===== src/clint_config.svh =====
/*
 * Build-time settings of the core-local interrupt block:
 *   clock frequency and timer rate that set the tick divisor,
 *   APB offsets of the five registers,
 *   bit position of the software interrupt in register order,
 *   reset value of the timer compare register
 */
`ifndef CLINT_CONFIG_SVH
`define CLINT_CONFIG_SVH

// system clock and timer rate in hertz
`define CLINT_CLOCK_FREQ 62500000
`define CLINT_TIMER_RATE 10000000

// register offsets on the 16-bit APB space
`define CLINT_MSIP_OFS   16'h0000
`define CLINT_CMPL_OFS   16'h4000
`define CLINT_CMPH_OFS   16'h4004
`define CLINT_MTIMEL_OFS 16'hBFF8
`define CLINT_MTIMEH_OFS 16'hBFFC

// bus bit 0 of the msip word lands here after the byte swap
`define CLINT_MSIP_BIT 24

// compare starts out of reach so nothing fires before software sets it
`define CLINT_CMP_RESET 64'hFFFF_FFFF_FFFF_FFFF

`endif

===== src/clint_pkg.sv =====
/*
 * Shared types of the core-local interrupt block:
 *   word, offset and timer value typedefs,
 *   APB request and response structs,
 *   register write bundle (slave to timer),
 *   register view bundle (timer to slave)
 */
package clint_pkg;

	// bus and register word
	typedef logic [31:0] word_t;

	// register offset within the block
	typedef logic [15:0] ofs_t;

	// machine timer and compare value
	typedef logic [63:0] time_t;

	// master to slave
	typedef struct packed {
		logic  psel;
		logic  penable;
		logic  pwrite;
		ofs_t  paddr;
		word_t pwdata;
	} apb_req_t;

	// slave to master
	typedef struct packed {
		word_t prdata;
		logic  pready;
		logic  pslverr;
	} apb_rsp_t;

	// one-hot write strobes, data already in register byte order
	typedef struct packed {
		logic  msip;
		logic  cmp_lo;
		logic  cmp_hi;
		logic  time_lo;
		logic  time_hi;
		word_t data;
	} reg_wr_t;

	// register contents seen by the read mux
	typedef struct packed {
		time_t mtime;
		time_t mtimecmp;
		logic  msip;
	} reg_view_t;

endpackage


===== src/clint_top.sv =====
/*
 * Top level of the core-local interrupt block.
 * Connects the APB slave, the tick prescaler and the timer core.
 */
module clint_top import clint_pkg::*; (
	input  logic     clk,
	input  logic     rst,
	input  apb_req_t apb_req,
	output apb_rsp_t apb_rsp,
	output logic     irq,
	output logic     s_irq
);

	logic      tick;
	reg_wr_t   reg_wr;
	reg_view_t reg_view;

	// bus side
	clint_apb_slave i_clint_apb_slave (
		.clk  (clk),
		.rst  (rst),
		.req  (apb_req),
		.rsp  (apb_rsp),
		.wr   (reg_wr),
		.view (reg_view)
	);

	// timer rate
	clint_tick_gen i_clint_tick_gen (
		.clk  (clk),
		.rst  (rst),
		.tick (tick)
	);

	// registers and interrupts
	clint_timer i_clint_timer (
		.clk   (clk),
		.rst   (rst),
		.tick  (tick),
		.wr    (reg_wr),
		.view  (reg_view),
		.irq   (irq),
		.s_irq (s_irq)
	);

endmodule


===== src/clint_apb_slave.sv =====
/*
 * Zero-wait-state APB slave of the interrupt block:
 *   setup tracking and access phase detection,
 *   offset decode and one-hot write strobes,
 *   byte swap on write data and read data,
 *   read multiplexer, pready and pslverr
 */
`include "clint_config.svh"

module clint_apb_slave import clint_pkg::*; (
	input  logic      clk,
	input  logic      rst,
	input  apb_req_t  req,
	output apb_rsp_t  rsp,
	output reg_wr_t   wr,
	input  reg_view_t view
);

	logic  in_setup;
	logic  access;
	logic  wr_access;
	logic  rd_access;
	logic  sel_msip;
	logic  sel_cmp_lo;
	logic  sel_cmp_hi;
	logic  sel_time_lo;
	logic  sel_time_hi;
	logic  mapped;
	word_t rd_word;

	// bus and registers differ in byte order
	function automatic word_t bswap(input word_t w);
		return {w[7:0], w[15:8], w[23:16], w[31:24]};
	endfunction

	// remember the setup phase so an access is taken once per transfer
	always_ff @(posedge clk) begin
		if (rst) begin
			in_setup <= 1'b0;
		end else begin
			in_setup <= req.psel & ~req.penable;
		end
	end

	assign access    = req.psel & req.penable & in_setup;
	assign wr_access = access & req.pwrite;
	assign rd_access = access & ~req.pwrite;

	// offset decode
	assign sel_msip    = (req.paddr == `CLINT_MSIP_OFS);
	assign sel_cmp_lo  = (req.paddr == `CLINT_CMPL_OFS);
	assign sel_cmp_hi  = (req.paddr == `CLINT_CMPH_OFS);
	assign sel_time_lo = (req.paddr == `CLINT_MTIMEL_OFS);
	assign sel_time_hi = (req.paddr == `CLINT_MTIMEH_OFS);

	assign mapped = sel_msip | sel_cmp_lo | sel_cmp_hi | sel_time_lo | sel_time_hi;

	// write strobes, at most one per access
	assign wr.msip    = wr_access & sel_msip;
	assign wr.cmp_lo  = wr_access & sel_cmp_lo;
	assign wr.cmp_hi  = wr_access & sel_cmp_hi;
	assign wr.time_lo = wr_access & sel_time_lo;
	assign wr.time_hi = wr_access & sel_time_hi;
	assign wr.data    = bswap(req.pwdata);

	// read mux in register byte order, unmapped reads zero
	always_comb begin
		rd_word = '0;
		case (req.paddr)
			`CLINT_MSIP_OFS: begin
				rd_word[`CLINT_MSIP_BIT] = view.msip;
			end
			`CLINT_CMPL_OFS: begin
				rd_word = view.mtimecmp[31:0];
			end
			`CLINT_CMPH_OFS: begin
				rd_word = view.mtimecmp[63:32];
			end
			`CLINT_MTIMEL_OFS: begin
				rd_word = view.mtime[31:0];
			end
			`CLINT_MTIMEH_OFS: begin
				rd_word = view.mtime[63:32];
			end
			default: begin
				rd_word = '0;
			end
		endcase
	end

	// response, data only in a read access
	assign rsp.prdata  = rd_access ? bswap(rd_word) : '0;
	assign rsp.pready  = access;
	assign rsp.pslverr = access & ~mapped;

endmodule


===== src/clint_timer.sv =====
/*
 * Timer core of the interrupt block:
 *   free-running 64-bit mtime with register writes,
 *   64-bit mtimecmp and the msip bit,
 *   armed flag and one-cycle timer interrupt pulse,
 *   software interrupt level
 */
`include "clint_config.svh"

module clint_timer import clint_pkg::*; (
	input  logic      clk,
	input  logic      rst,
	input  logic      tick,
	input  reg_wr_t   wr,
	output reg_view_t view,
	output logic      irq,
	output logic      s_irq
);

	time_t mtime;
	time_t mtimecmp;
	time_t mtime_inc;
	logic  msip;
	logic  armed;
	logic  any_wr;
	logic  pending;

	// any mapped register write
	assign any_wr = wr.msip | wr.cmp_lo | wr.cmp_hi | wr.time_lo | wr.time_hi;

	// timer plus one on a tick, carry runs into the high word
	assign mtime_inc = mtime + {63'd0, tick};

	// unsigned compare over the full 64 bits
	assign pending = (mtime >= mtimecmp);

	// mtime, a write to one word overrides the increment of that word only
	always_ff @(posedge clk) begin
		if (rst) begin
			mtime <= '0;
		end else begin
			if (wr.time_lo) begin
				mtime[31:0] <= wr.data;
			end else begin
				mtime[31:0] <= mtime_inc[31:0];
			end
			if (wr.time_hi) begin
				mtime[63:32] <= wr.data;
			end else begin
				mtime[63:32] <= mtime_inc[63:32];
			end
		end
	end

	// mtimecmp, written one half at a time
	always_ff @(posedge clk) begin
		if (rst) begin
			mtimecmp <= `CLINT_CMP_RESET;
		end else begin
			if (wr.cmp_lo) begin
				mtimecmp[31:0] <= wr.data;
			end
			if (wr.cmp_hi) begin
				mtimecmp[63:32] <= wr.data;
			end
		end
	end

	// software interrupt bit
	always_ff @(posedge clk) begin
		if (rst) begin
			msip <= 1'b0;
		end else if (wr.msip) begin
			msip <= wr.data[`CLINT_MSIP_BIT];
		end
	end

	// arming and pulse generation
	// a write arms and holds irq low, firing disarms
	always_ff @(posedge clk) begin
		if (rst) begin
			armed <= 1'b0;
			irq   <= 1'b0;
		end else if (any_wr) begin
			armed <= 1'b1;
			irq   <= 1'b0;
		end else if (pending && armed) begin
			armed <= 1'b0;
			irq   <= 1'b1;
		end else begin
			irq <= 1'b0;
		end
	end

	// level output straight from the register
	assign s_irq = msip;

	// register contents back to the bus side
	assign view.mtime    = mtime;
	assign view.mtimecmp = mtimecmp;
	assign view.msip     = msip;

endmodule


===== src/clint_tick_gen.sv =====
/*
 * Timer prescaler.
 * Divides the system clock down to the timer rate and
 * emits a one-cycle tick once per period.
 */
`include "clint_config.svh"

module clint_tick_gen (
	input  logic clk,
	input  logic rst,
	output logic tick
);

	// clock cycles per timer tick, 6 with the default settings
	localparam int unsigned DIVISOR = `CLINT_CLOCK_FREQ / `CLINT_TIMER_RATE;
	localparam logic [3:0] LAST = 4'(DIVISOR - 1);

	logic [3:0] cnt;

	// tick on the last count of the period
	assign tick = (cnt == LAST);

	// modulo counter, wraps after the tick
	always_ff @(posedge clk) begin
		if (rst) begin
			cnt <= '0;
		end else if (tick) begin
			cnt <= '0;
		end else begin
			cnt <= cnt + 4'd1;
		end
	end

endmodule


===== config.mk =====
export PLATFORM = sky130hd
export DESIGN_NAME = clint_top
export DESIGN_NICKNAME = d
export VERILOG_FILES = /design/src/clint_pkg.sv /design/src/clint_top.sv /design/src/clint_apb_slave.sv /design/src/clint_timer.sv /design/src/clint_tick_gen.sv
export VERILOG_INCLUDE_DIRS = /design/src
export SDC_FILE = /design/constraint.sdc
export NUM_CORES = 1
export LEC_CHECK = 0
export BUFFER_PORTS_ARGS = -buffer_cell sky130_fd_sc_hd__buf_2
export CORE_MARGIN = 2
export CORE_UTILIZATION = 43
export DETAILED_ROUTE_END_ITERATION = 10
export GPL_TIMING_DRIVEN = 0
export PLACE_DENSITY = 0.61
export SETUP_SLACK_MARGIN = 0.05
export SYNTH_ARGS = -nofsm -noshare
export SYNTH_HDL_FRONTEND = slang
export SYNTH_SLANG_ARGS = --single-unit
export TNS_END_PERCENT = 30

===== constraint.sdc =====
create_clock -name clk -period 4.8 [get_ports clk]
set_input_delay 0.72 -clock clk [delete_from_list [all_inputs] [get_ports clk]]
set_output_delay 0.72 -clock clk [all_outputs]
set_load 0.01 [all_outputs]

==> impl.org, run 1 <==
** Floorplan
- Die outline width :: ~140 um
- The die covers roughly 0.021 sq mm.
- The core region is between 0.015 and 0.02 sq mm.
- Standard-cell rows :: 51
- For this configuration, the core starts out at a cell density of 0.4340.
- From bottom edge to top edge, the die measures ~140 um.
- ~90 I/O pins were placed.

** Cells and area
- The top cell types in the final layout, fill and taps aside, are 136 x dfxtp_1, 112 x nand2_1, 104 x nor2_1, 92 x buf_2, 69 x inv_1.
- Final non-filler cell area :: roughly 0.0098 sq mm
- Seq. cell area :: around 0.0027 sq mm
- Count of inserted antenna diode cells :: 0
- Fraction of final layout cells with drive strength greater than 1 :: 0.1248
- Number of nets in the finished design :: approximately 1200
- Final Non-Filler Cells :: ~1400
- The library cell used most frequently in the layout, excluding fill and tap cells, is dfxtp_1.
- Summing all multi-input logic gate instances after layout gives between 0.005 and 0.006 sq mm.
- From synthesis to final layout, the design area changed by 16.88%.
- The filler cells instantiated in the layout total 1912.
- At the end of the flow the core is filled with cells to 0.5073.

** Clock tree
- Number of buffers on the longest clock path :: 2
- Clock-pin slew was measured on the worst setup and hold paths at roughly 60 ps.
- Clock latency on the worst-skew pair, taken at its later pin, is 440 ps.
- Clock Sinks :: 136
- Clock tree from TritonCTS :: done
- CTS H-tree lvls :: 4
- Post-CTS setup buffer count :: 0
- Clock buffers created by TritonCTS :: 17
- The number of hold buffers added after CTS was 0.
- The number of gates resized after CTS was 0.
- Clock Root Buffer :: clkbuf_16

** Timing
- For the pin with the worst max-slew slack, the measured transition is ~930 ps.
- The tightest hold path in the finished design has a slack of about 470 ps.
- The number of pins exceeding their max-slew limit in the final report was 0.
- In the finished design, the share of the clock period the worst path needs comes to 0.8924.
- Fin Setup TNS :: 0 ps
- Max Freq :: 233.5 MHz
- In this run the tightest slew margin relative to its limit is 0.3732.
- Clock skew :: 9.122 ps
- Unrepaired setup endpoints after global routing :: no
- Setup violations remaining at the end of the flow were counted as 0.
- PnR worst setup slack :: between 500 and 600 ps
- For the finished layout, the period the worst path requires is around 4300 ps.
- The final count of hold timing violations came to 0.

** Pwr
- IR drop worst, VDD :: ~0.24 mV
- Total power density per cell area :: about 280 mW/mm^2
- The analysis attributes to cell leakage a power of about 4.4 nW.
- Power Total :: 2.699 mW

** Detailed routing
- Number of vias per cell after detailed routing :: approximately 6
- Number of violations reported at the end of detailed-routing iteration 0 :: 793
- For this block, the routed nets add up to just over 30 mm of wire.
- Remaining design rule violation count :: 0
- Before antenna repair, the detailed router went through 9 iterations.
- ANT nets after route :: 0
- Via total after detailed routing :: ~8400
- In the final routed layout, each cell accounts on average for between 20 and 25 um.

** Critical path
- Max Fanout on Critical Path :: 10
- Nature of the critical path endpoint :: output port
- Data on the critical path is required at its endpoint by 4080 ps.
- STA classifies the critical path startpoint as an input pin.
- Critical path class :: in2out
- At the worst endpoint, the arrival time is 3560 ps.

** Synth
- Yosys mapped a number of flops with a built-in enable equal to 0.
- Syn Std Cell Area :: about 0.0084 sq mm
- Counting every instance in the synthesized netlist gives approximately 1000.
- Synthesis produced a netlist with a net count of 1140.
- Share of the yosys chip area belonging to registers :: 0.3244
- Async set or reset register ratio after synthesis :: 0
- Register bit count reported by yosys :: approximately 140
- Leading register cell type out of synthesis :: dfxtp_1
- Mean Syn Cell Area :: ~8 sq um
- Total of warnings raised by yosys :: 0
- Count of different cell masters after synthesis :: 55

** Outcome
- The flow ran to the end, and the final reports show no timing, DRC or antenna violations.

** Job
- Max-cap violations in this run came to 0.

** GRT
- For this run, the total global-route usage over all layers was measured as 0.3018.
- Maximum number of pins on one net before global-route repair :: 17
- Number of global-route vias before repair :: approximately 7900
- First-pass GRT wire length :: ~46 mm
- The initial antenna violation count was 1.
- For this run the aggregate overflow at the end of global routing stands at 0.

** Placed design
- OpenSTA, run right after detailed placement, puts the worst setup slack at 521.7 ps.
- Count of buffers from port buffering :: between 80 and 90
- Number of placed cells counting well taps :: between 1000 and 1500
- The placed instances occupy a cell area of 0.009159 sq mm.
- At the end of routability-driven placement, the weighted congestion stood at about 0.94.
- After legalization and detailed placement, the total HPWL measured roughly 22 mm.

** Worst hold path
- The min-delay analysis places its worst path in the category in2reg.
state kept, by name, summed over array words and instances (netlist names):
register	cells
i_clint_apb_slave.in_setup	1
i_clint_tick_gen.cnt	4
i_clint_timer.armed	1
i_clint_timer.irq	1
i_clint_timer.mtime	64
i_clint_timer.mtimecmp	64
i_clint_timer.s_irq	1
final cells by class:
cell class	count	share of cell area
plain buffers	69	0.02858
clock buffers	22	0.04937
clock inverters	10	0.01684
inverters	70	0.02679
multi-input cells	744	0.5226
flip-flops and latches	136	0.2776
well taps	265	0.03381
repair buffers	87	0.04439
Yosys cell counts (all sizes together) (6+ instances only):
master,n,share of area
a22o,37,0.039
nor3,10,0.0060
a211oi,47,0.042
o211ai,63,0.056
nor4,12,0.013
and4,13,0.014
and3,16,0.012
dfxtp,136,0.32
a21o,7,0.0063
and2,10,0.0075
buf,27,0.015
nand4,34,0.028
inv,70,0.031
o21ai,14,0.0083
ha,68,0.10
nor2,104,0.047
nand2,112,0.050
nand3,33,0.022
a221oi,6,0.0063
xnor2,27,0.028
xor2,31,0.032
a222oi,28,0.033
a21oi,31,0.018
clkbuf,42,0.019
worst paths after layout:
kind | from | endpoint | slack [ps] | depth (start not counted)
worst max-delay path | apb_req[32] | apb_rsp[6] | 520 | 8
worst min-delay path | apb_req[49] | i_clint_apb_slave.in_setup$_SDFF_PP0_ | 470 | 2
worst max register to register | i_clint_tick_gen.cnt[0]$_SDFF_PP0_ | i_clint_timer.mtime[28]$_SDFF_PP0_ | 1550 | 10
worst min register to register | i_clint_timer.s_irq$_SDFFE_PP0P_ | i_clint_timer.s_irq$_SDFFE_PP0P_ | 470 | 2
per-layer routing:
| metal | vias up | track usage | routed length [um] |
|---|---|---|---|
| met2 | 331 | 0.4835 | 13950 |
| li1 | 3970 | - | - |
| met1 | 4042 | 0.4059 | 13530 |
| met5 | - | 0 | 0 |
| met4 | 0 | 0.1140 | 935 |
| met3 | 50 | 0.05298 | 1973 |
cell families after synthesis:
| family | after synthesis | synth area share |
|---|---|---|
| compound gates | 253 | 0.2293 |
| xor+xnor | 58 | 0.06053 |
| fa+ha+maj | 68 | 0.1014 |
| buf+inv | 139 | 0.06471 |
| flops | 136 | 0.3244 |
| mux | 3 | 0.003876 |
| simple gates | 362 | 0.2157 |
report_power, final:
group	switching, mW	leakage [nW]	internal [mW]
Clock	0.540	0.309	0.927
Sequential	0.00234	1.10	1.13
Combinational	0.0718	3.00	0.0264
Total	0.614	4.40	2.08
worst max-delay path, stage by stage:
cell,delay [ps]
buf_2,100
nand4bb_1,190
nor4_2,640
clkbuf_1,650
clkbuf_1,540
a22oi_1,190
a211oi_1,320
buf_2,190
Note: power is estimated with default switching activity, not from simulation.
==> run 2: changes to the inputs <==
--- a/config.mk
+++ b/config.mk
@@ -6,6 +6,7 @@
 export SDC_FILE = /design/constraint.sdc
 export NUM_CORES = 1
 export LEC_CHECK = 0
+export ABC_AREA = 1
 export BUFFER_PORTS_ARGS = -buffer_cell sky130_fd_sc_hd__buf_2
 export CORE_MARGIN = 2
 export CORE_UTILIZATION = 43
@@ -13,6 +14,7 @@
 export GPL_TIMING_DRIVEN = 0
 export PLACE_DENSITY = 0.61
 export SETUP_SLACK_MARGIN = 0.05
+export SKIP_CTS_REPAIR_TIMING = 1
 export SYNTH_ARGS = -nofsm -noshare
 export SYNTH_HDL_FRONTEND = slang
 export SYNTH_SLANG_ARGS = --single-unit
==> run 2 against run 1 <==
Utilization decreased by 0.69 points. Clock power shrank 5%. Maximum frequency up 25%. Wire length rose by 46%. Clock skew rose by 3.5 ps. Critical path depth up 2. Register-to-register slack better by 320 ps. Setup slack better by 850 ps. Critical endpoint is now apb_rsp[33]. Combinational power is 8% higher. Design area rose by 16%. Flip-flop and latch count is the same.
==> impl.org, run 2 <==
** Outcome
- Status :: finished clean

** Placed design
- Placed Area :: 0.01073 sq mm (+17%)
- Worst setup slack before clock tree synthesis :: 1483 ps (+961.3 ps)
- The port buffer count came to 88 (+1.1%).
- The half-perimeter wire length after placement was 34.95 mm (+56%).
- The routability congestion estimate was 1.021 (+9.0%).

** Floorplan
- The total number of placement rows was 55 (+7.8%).
- The height of the die was 156.0 um (+8.6%).
- The area enclosed by the die boundary is 0.02434 sq mm (+18%).
- Die outline width :: 156.0 um (+8.6%)
- Num ports :: 89 (unchanged)
- Placeable Area :: 0.02264 sq mm (+17%)
- The initial core utilization came to 0.4389 (+0.004825).

** Clock tree
- The number of buffers added by the clock tree synthesis step was 17 (unchanged).
- Clock insertion delay at the later pin of the skew report :: 440 ps (about the same)
- Number of buffers on the longest clock path :: 2 (unchanged)
- TritonCTS built the clock tree.
- Clock Pin Slew Worst Setup and Hold Paths :: 70 ps (about the same)
- Clock Root Buffer :: clkbuf_16
- Clock Sinks :: 136 (unchanged)
- The total number of H-tree levels was 4 (unchanged).

** Timing
- The number of pins exceeding their max-slew limit in the final report came to 0 (unchanged).
- The final count of hold timing violations was 0 (unchanged).
- Unrepaired setup endpoints after global routing :: no
- The transition time of the tightest slew-check pin came to 1009 ps (+76.01 ps).
- Worst hold-check slack :: 448.8 ps (-23.15 ps)
- Relative slew slack :: 0.3272 (-0.04600)
- The clock skew after layout was 12.59 ps (+3.469 ps).
- The time the worst path needs with I/O delays and setup came to 3429 ps (-854.5 ps).
- The maximum clock rate is 291.6 MHz (+25%).
- The part of the cycle the worst path needs is 0.7144 (-0.1780).
- The post-layout worst setup margin is 1371 ps (+854.5 ps).
- Fin Setup TNS :: 0 ps (unchanged)
- The final setup violation count came to 0 (unchanged).

** GRT
- Overall fraction of global-route tracks in use :: 0.3689 (+0.06716)
- Initial antenna violation count :: 0 (-1)
- The largest net degree at the start of global routing came to 17 (unchanged).
- The via count of the first global-routing pass is 10440 (+32%).
- Remaining global-route overflow :: 0 (unchanged)
- First-pass GRT wire length :: 65.41 mm (+41%)

** Critical path
- In this run the critical register-to-register path is launched from i_clint_tick_gen.cnt[0]$_SDFF_PP0_.
- The worst setup path is launched from an input pin.
- Slowest Stage Delay on Critical Path :: 450 ps (-200 ps)
- Cell class contributing the biggest share of worst-path delay :: simple AND/OR/NAND/NOR gates
- The critical path arrival came to 2710 ps (-850 ps).
- Critical path class :: in2out
- The largest individual stage delay along the critical path comes from the cell clkbuf_1.
- Setup slack of the worst register-to-register path :: 1870 ps (+320 ps)
- STA classifies the critical path endpoint as an output port.
- The critical path starts at apb_req[46].
- The critical path goes through buf_2, inv_1, nand3_1, nor3_2, nand2_1, clkbuf_1, o22ai_1, nor2_1, nor2_1, buf_2.
- The number of buffers and inverters on the critical path is 4 (unchanged).
- Max Fanout on Critical Path :: 10 (unchanged)
- Required time reported for the critical path endpoint :: 4080 ps (about the same)

** Synth
- The cell area after technology mapping came to 0.009936 sq mm (+18%).
- Area share of the largest cell type after synthesis :: 0.2740 (-0.05042)
- Most frequent cell after synthesis :: nand2_1
- The number of distinct library cells after synthesis was 41 (-25%).
- Leading register cell type out of synthesis :: dfxtp_1
- Ranked by instance count, the synthesized netlist is headed by 285 x nand2_1, 236 x inv_1, 193 x nor2_1.
- The register bit count reported by yosys came to 136 (unchanged).
- Post-synthesis cell count :: 1545 (+52%)
- The mean area per synthesized cell was 6.431 sq um (-22%).
- Async set or reset register ratio after synthesis :: 0 (unchanged)
- The sequential-to-total area share from yosys stat is 0.2740 (-0.05042).
- The number of warnings reported in the yosys synthesis log was 0 (unchanged).
- Cell type with the largest total area after synthesis :: dfxtp_1
- The number of synthesized flops with an enable pin was 0 (unchanged).
- By area the synthesized netlist is led by dfxtp_1 27%, nand2_1 11%, inv_1 8.9%.
- Nets in the synthesized netlist :: 1666 (+46%)

** Cells and area
- Post-Route Utilization :: 0.5004 (-0.006866)
- Count of inserted antenna diode cells :: 0 (unchanged)
- Commonest cells after routing, fill and taps aside :: 285 x nand2_1, 236 x inv_1, 193 x nor2_1, 136 x dfxtp_1, 124 x nand3_1
- The proportion of layout cells with a drive suffix above 1 was 0.1135 (-0.01127).
- Layout overhead on the synthesized area :: 14.03%
- In the final layout, the registers with the most flip-flops are i_clint_timer.mtime x64, i_clint_timer.mtimecmp x64, i_clint_tick_gen.cnt x4.
- The filler cell count is 2411 (+26%).
- The count of nets after finishing was 1773 (+42%).
- Most common cell after layout, fill and taps aside :: nand2_1
- Final non-filler cell area :: 0.01133 sq mm (+16%)

** Detailed routing
- ANT nets after route :: 0 (unchanged)
- Number of vias per cell after detailed routing :: 5.781 (-3.4%)
- Remaining design rule violation count :: 0 (unchanged)
- The first-pass detailed-route iteration total came to 6 (-3).
- The final wirelength is 44.48 mm (+46%).
- The vias after detailed routing came to 11270 (+34%).
- Number of violations reported at the end of detailed-routing iteration 0 :: 1389 (+75%)
- The routed wire length per instance came to 22.81 um (+5.3%).

** Job
- Max-cap check violation count :: 0 (unchanged)

** Worst hold path
- The startpoint identified for the worst hold timing path is apb_req[49].
- Class of the tightest hold or removal check :: in2reg

** Pwr
- The leakage power total is 5.831 nW (+32%).
- IR drop worst, VDD :: 0.1960 mV (-18%)
- Total power density per cell area :: 233.0 mW/mm^2 (-15%)
-- run 2: cell types whose count changed after synthesis, moves of 47 or more --
cell / previous run / this run
nand3_1: 31 / 124
o21ai_0: 14 / 87
a21oi_1: 31 / 78
nor2_1: 104 / 193
inv_1: 69 / 236
nand2_1: 112 / 285
o22ai_1: 0 / 51
-- run 2: metrics by stage --
step	power, mW	instances
2_1_floorplan	1.199	1545
5_1_grt	2.692	1950
4_1_cts	2.627	1950
6_report	2.640	1950
3_5_place_dp	1.263	1918
3_3_place_gp	1.261	1918
-- run 2: area by class of cell --
class                      instances  area (sq um)  area share
sequential                       136          2723      0.2403
tap                              285         356.6     0.03147
clock buffer                      20         456.7     0.04031
inverter                         243         914.6     0.08073
clock inverter                    12         140.1     0.01237
multi-input combinational       1107          6043      0.5334
timing repair buffer              88         440.4     0.03887
buffer                            59         255.2     0.02253
-- run 2: cells by family (layout without fill, tap and decap cells) --
group / Yosys count / in the layout / share of synthesized area
AND/OR/NAND/NOR: 752 / 752 / 0.3506
buffers and inverters: 302 / 422 / 0.1177
AO/OA/AOI/OAI: 260 / 260 / 0.1482
flip-flops: 136 / 136 / 0.2740
adder cells (fa/ha/maj): 68 / 68 / 0.08563
XOR/XNOR: 27 / 27 / 0.02380
-- run 2: worst paths after layout --
| path | endpoint | depth (start not counted) |
|---|---|---|
| max reg2reg | i_clint_timer.mtime[48]$_SDFF_PP0_ | 14 |
| min reg2reg | i_clint_timer.mtimecmp[53]$_SDFFE_PP1P_ | 2 |
| max | apb_rsp[33] | 10 |
| min | i_clint_apb_slave.in_setup$_SDFF_PP0_ | 2 |
-- run 2: worst register-to-register path: cells and delay by family, from the launching register on --
kind	cells	cell delay, ps
buf+inv	2	200
compound gates	1	140
fa+ha+maj	3	880
simple gates	8	1220
flops	1	390
-- run 2: layer usage --
metal  global-route usage  share of wire  up-vias
met1               0.5030           0.43     5276
met2               0.5729           0.43      575
met3              0.06667          0.089       96
met4               0.1564          0.043        0
met5                    0              0        -
li1                     -              -     5326
-- run 2: where the power goes --
| part | switching (mW) | internal, mW | total [mW] |
|---|---|---|---|
| clock | 0.599 | 0.801 | 1.40 |
| combinational | 0.0740 | 0.0324 | 0.106 |
| sequential | 0.00235 | 1.13 | 1.13 |
| total | 0.676 | 1.96 | 2.64 |
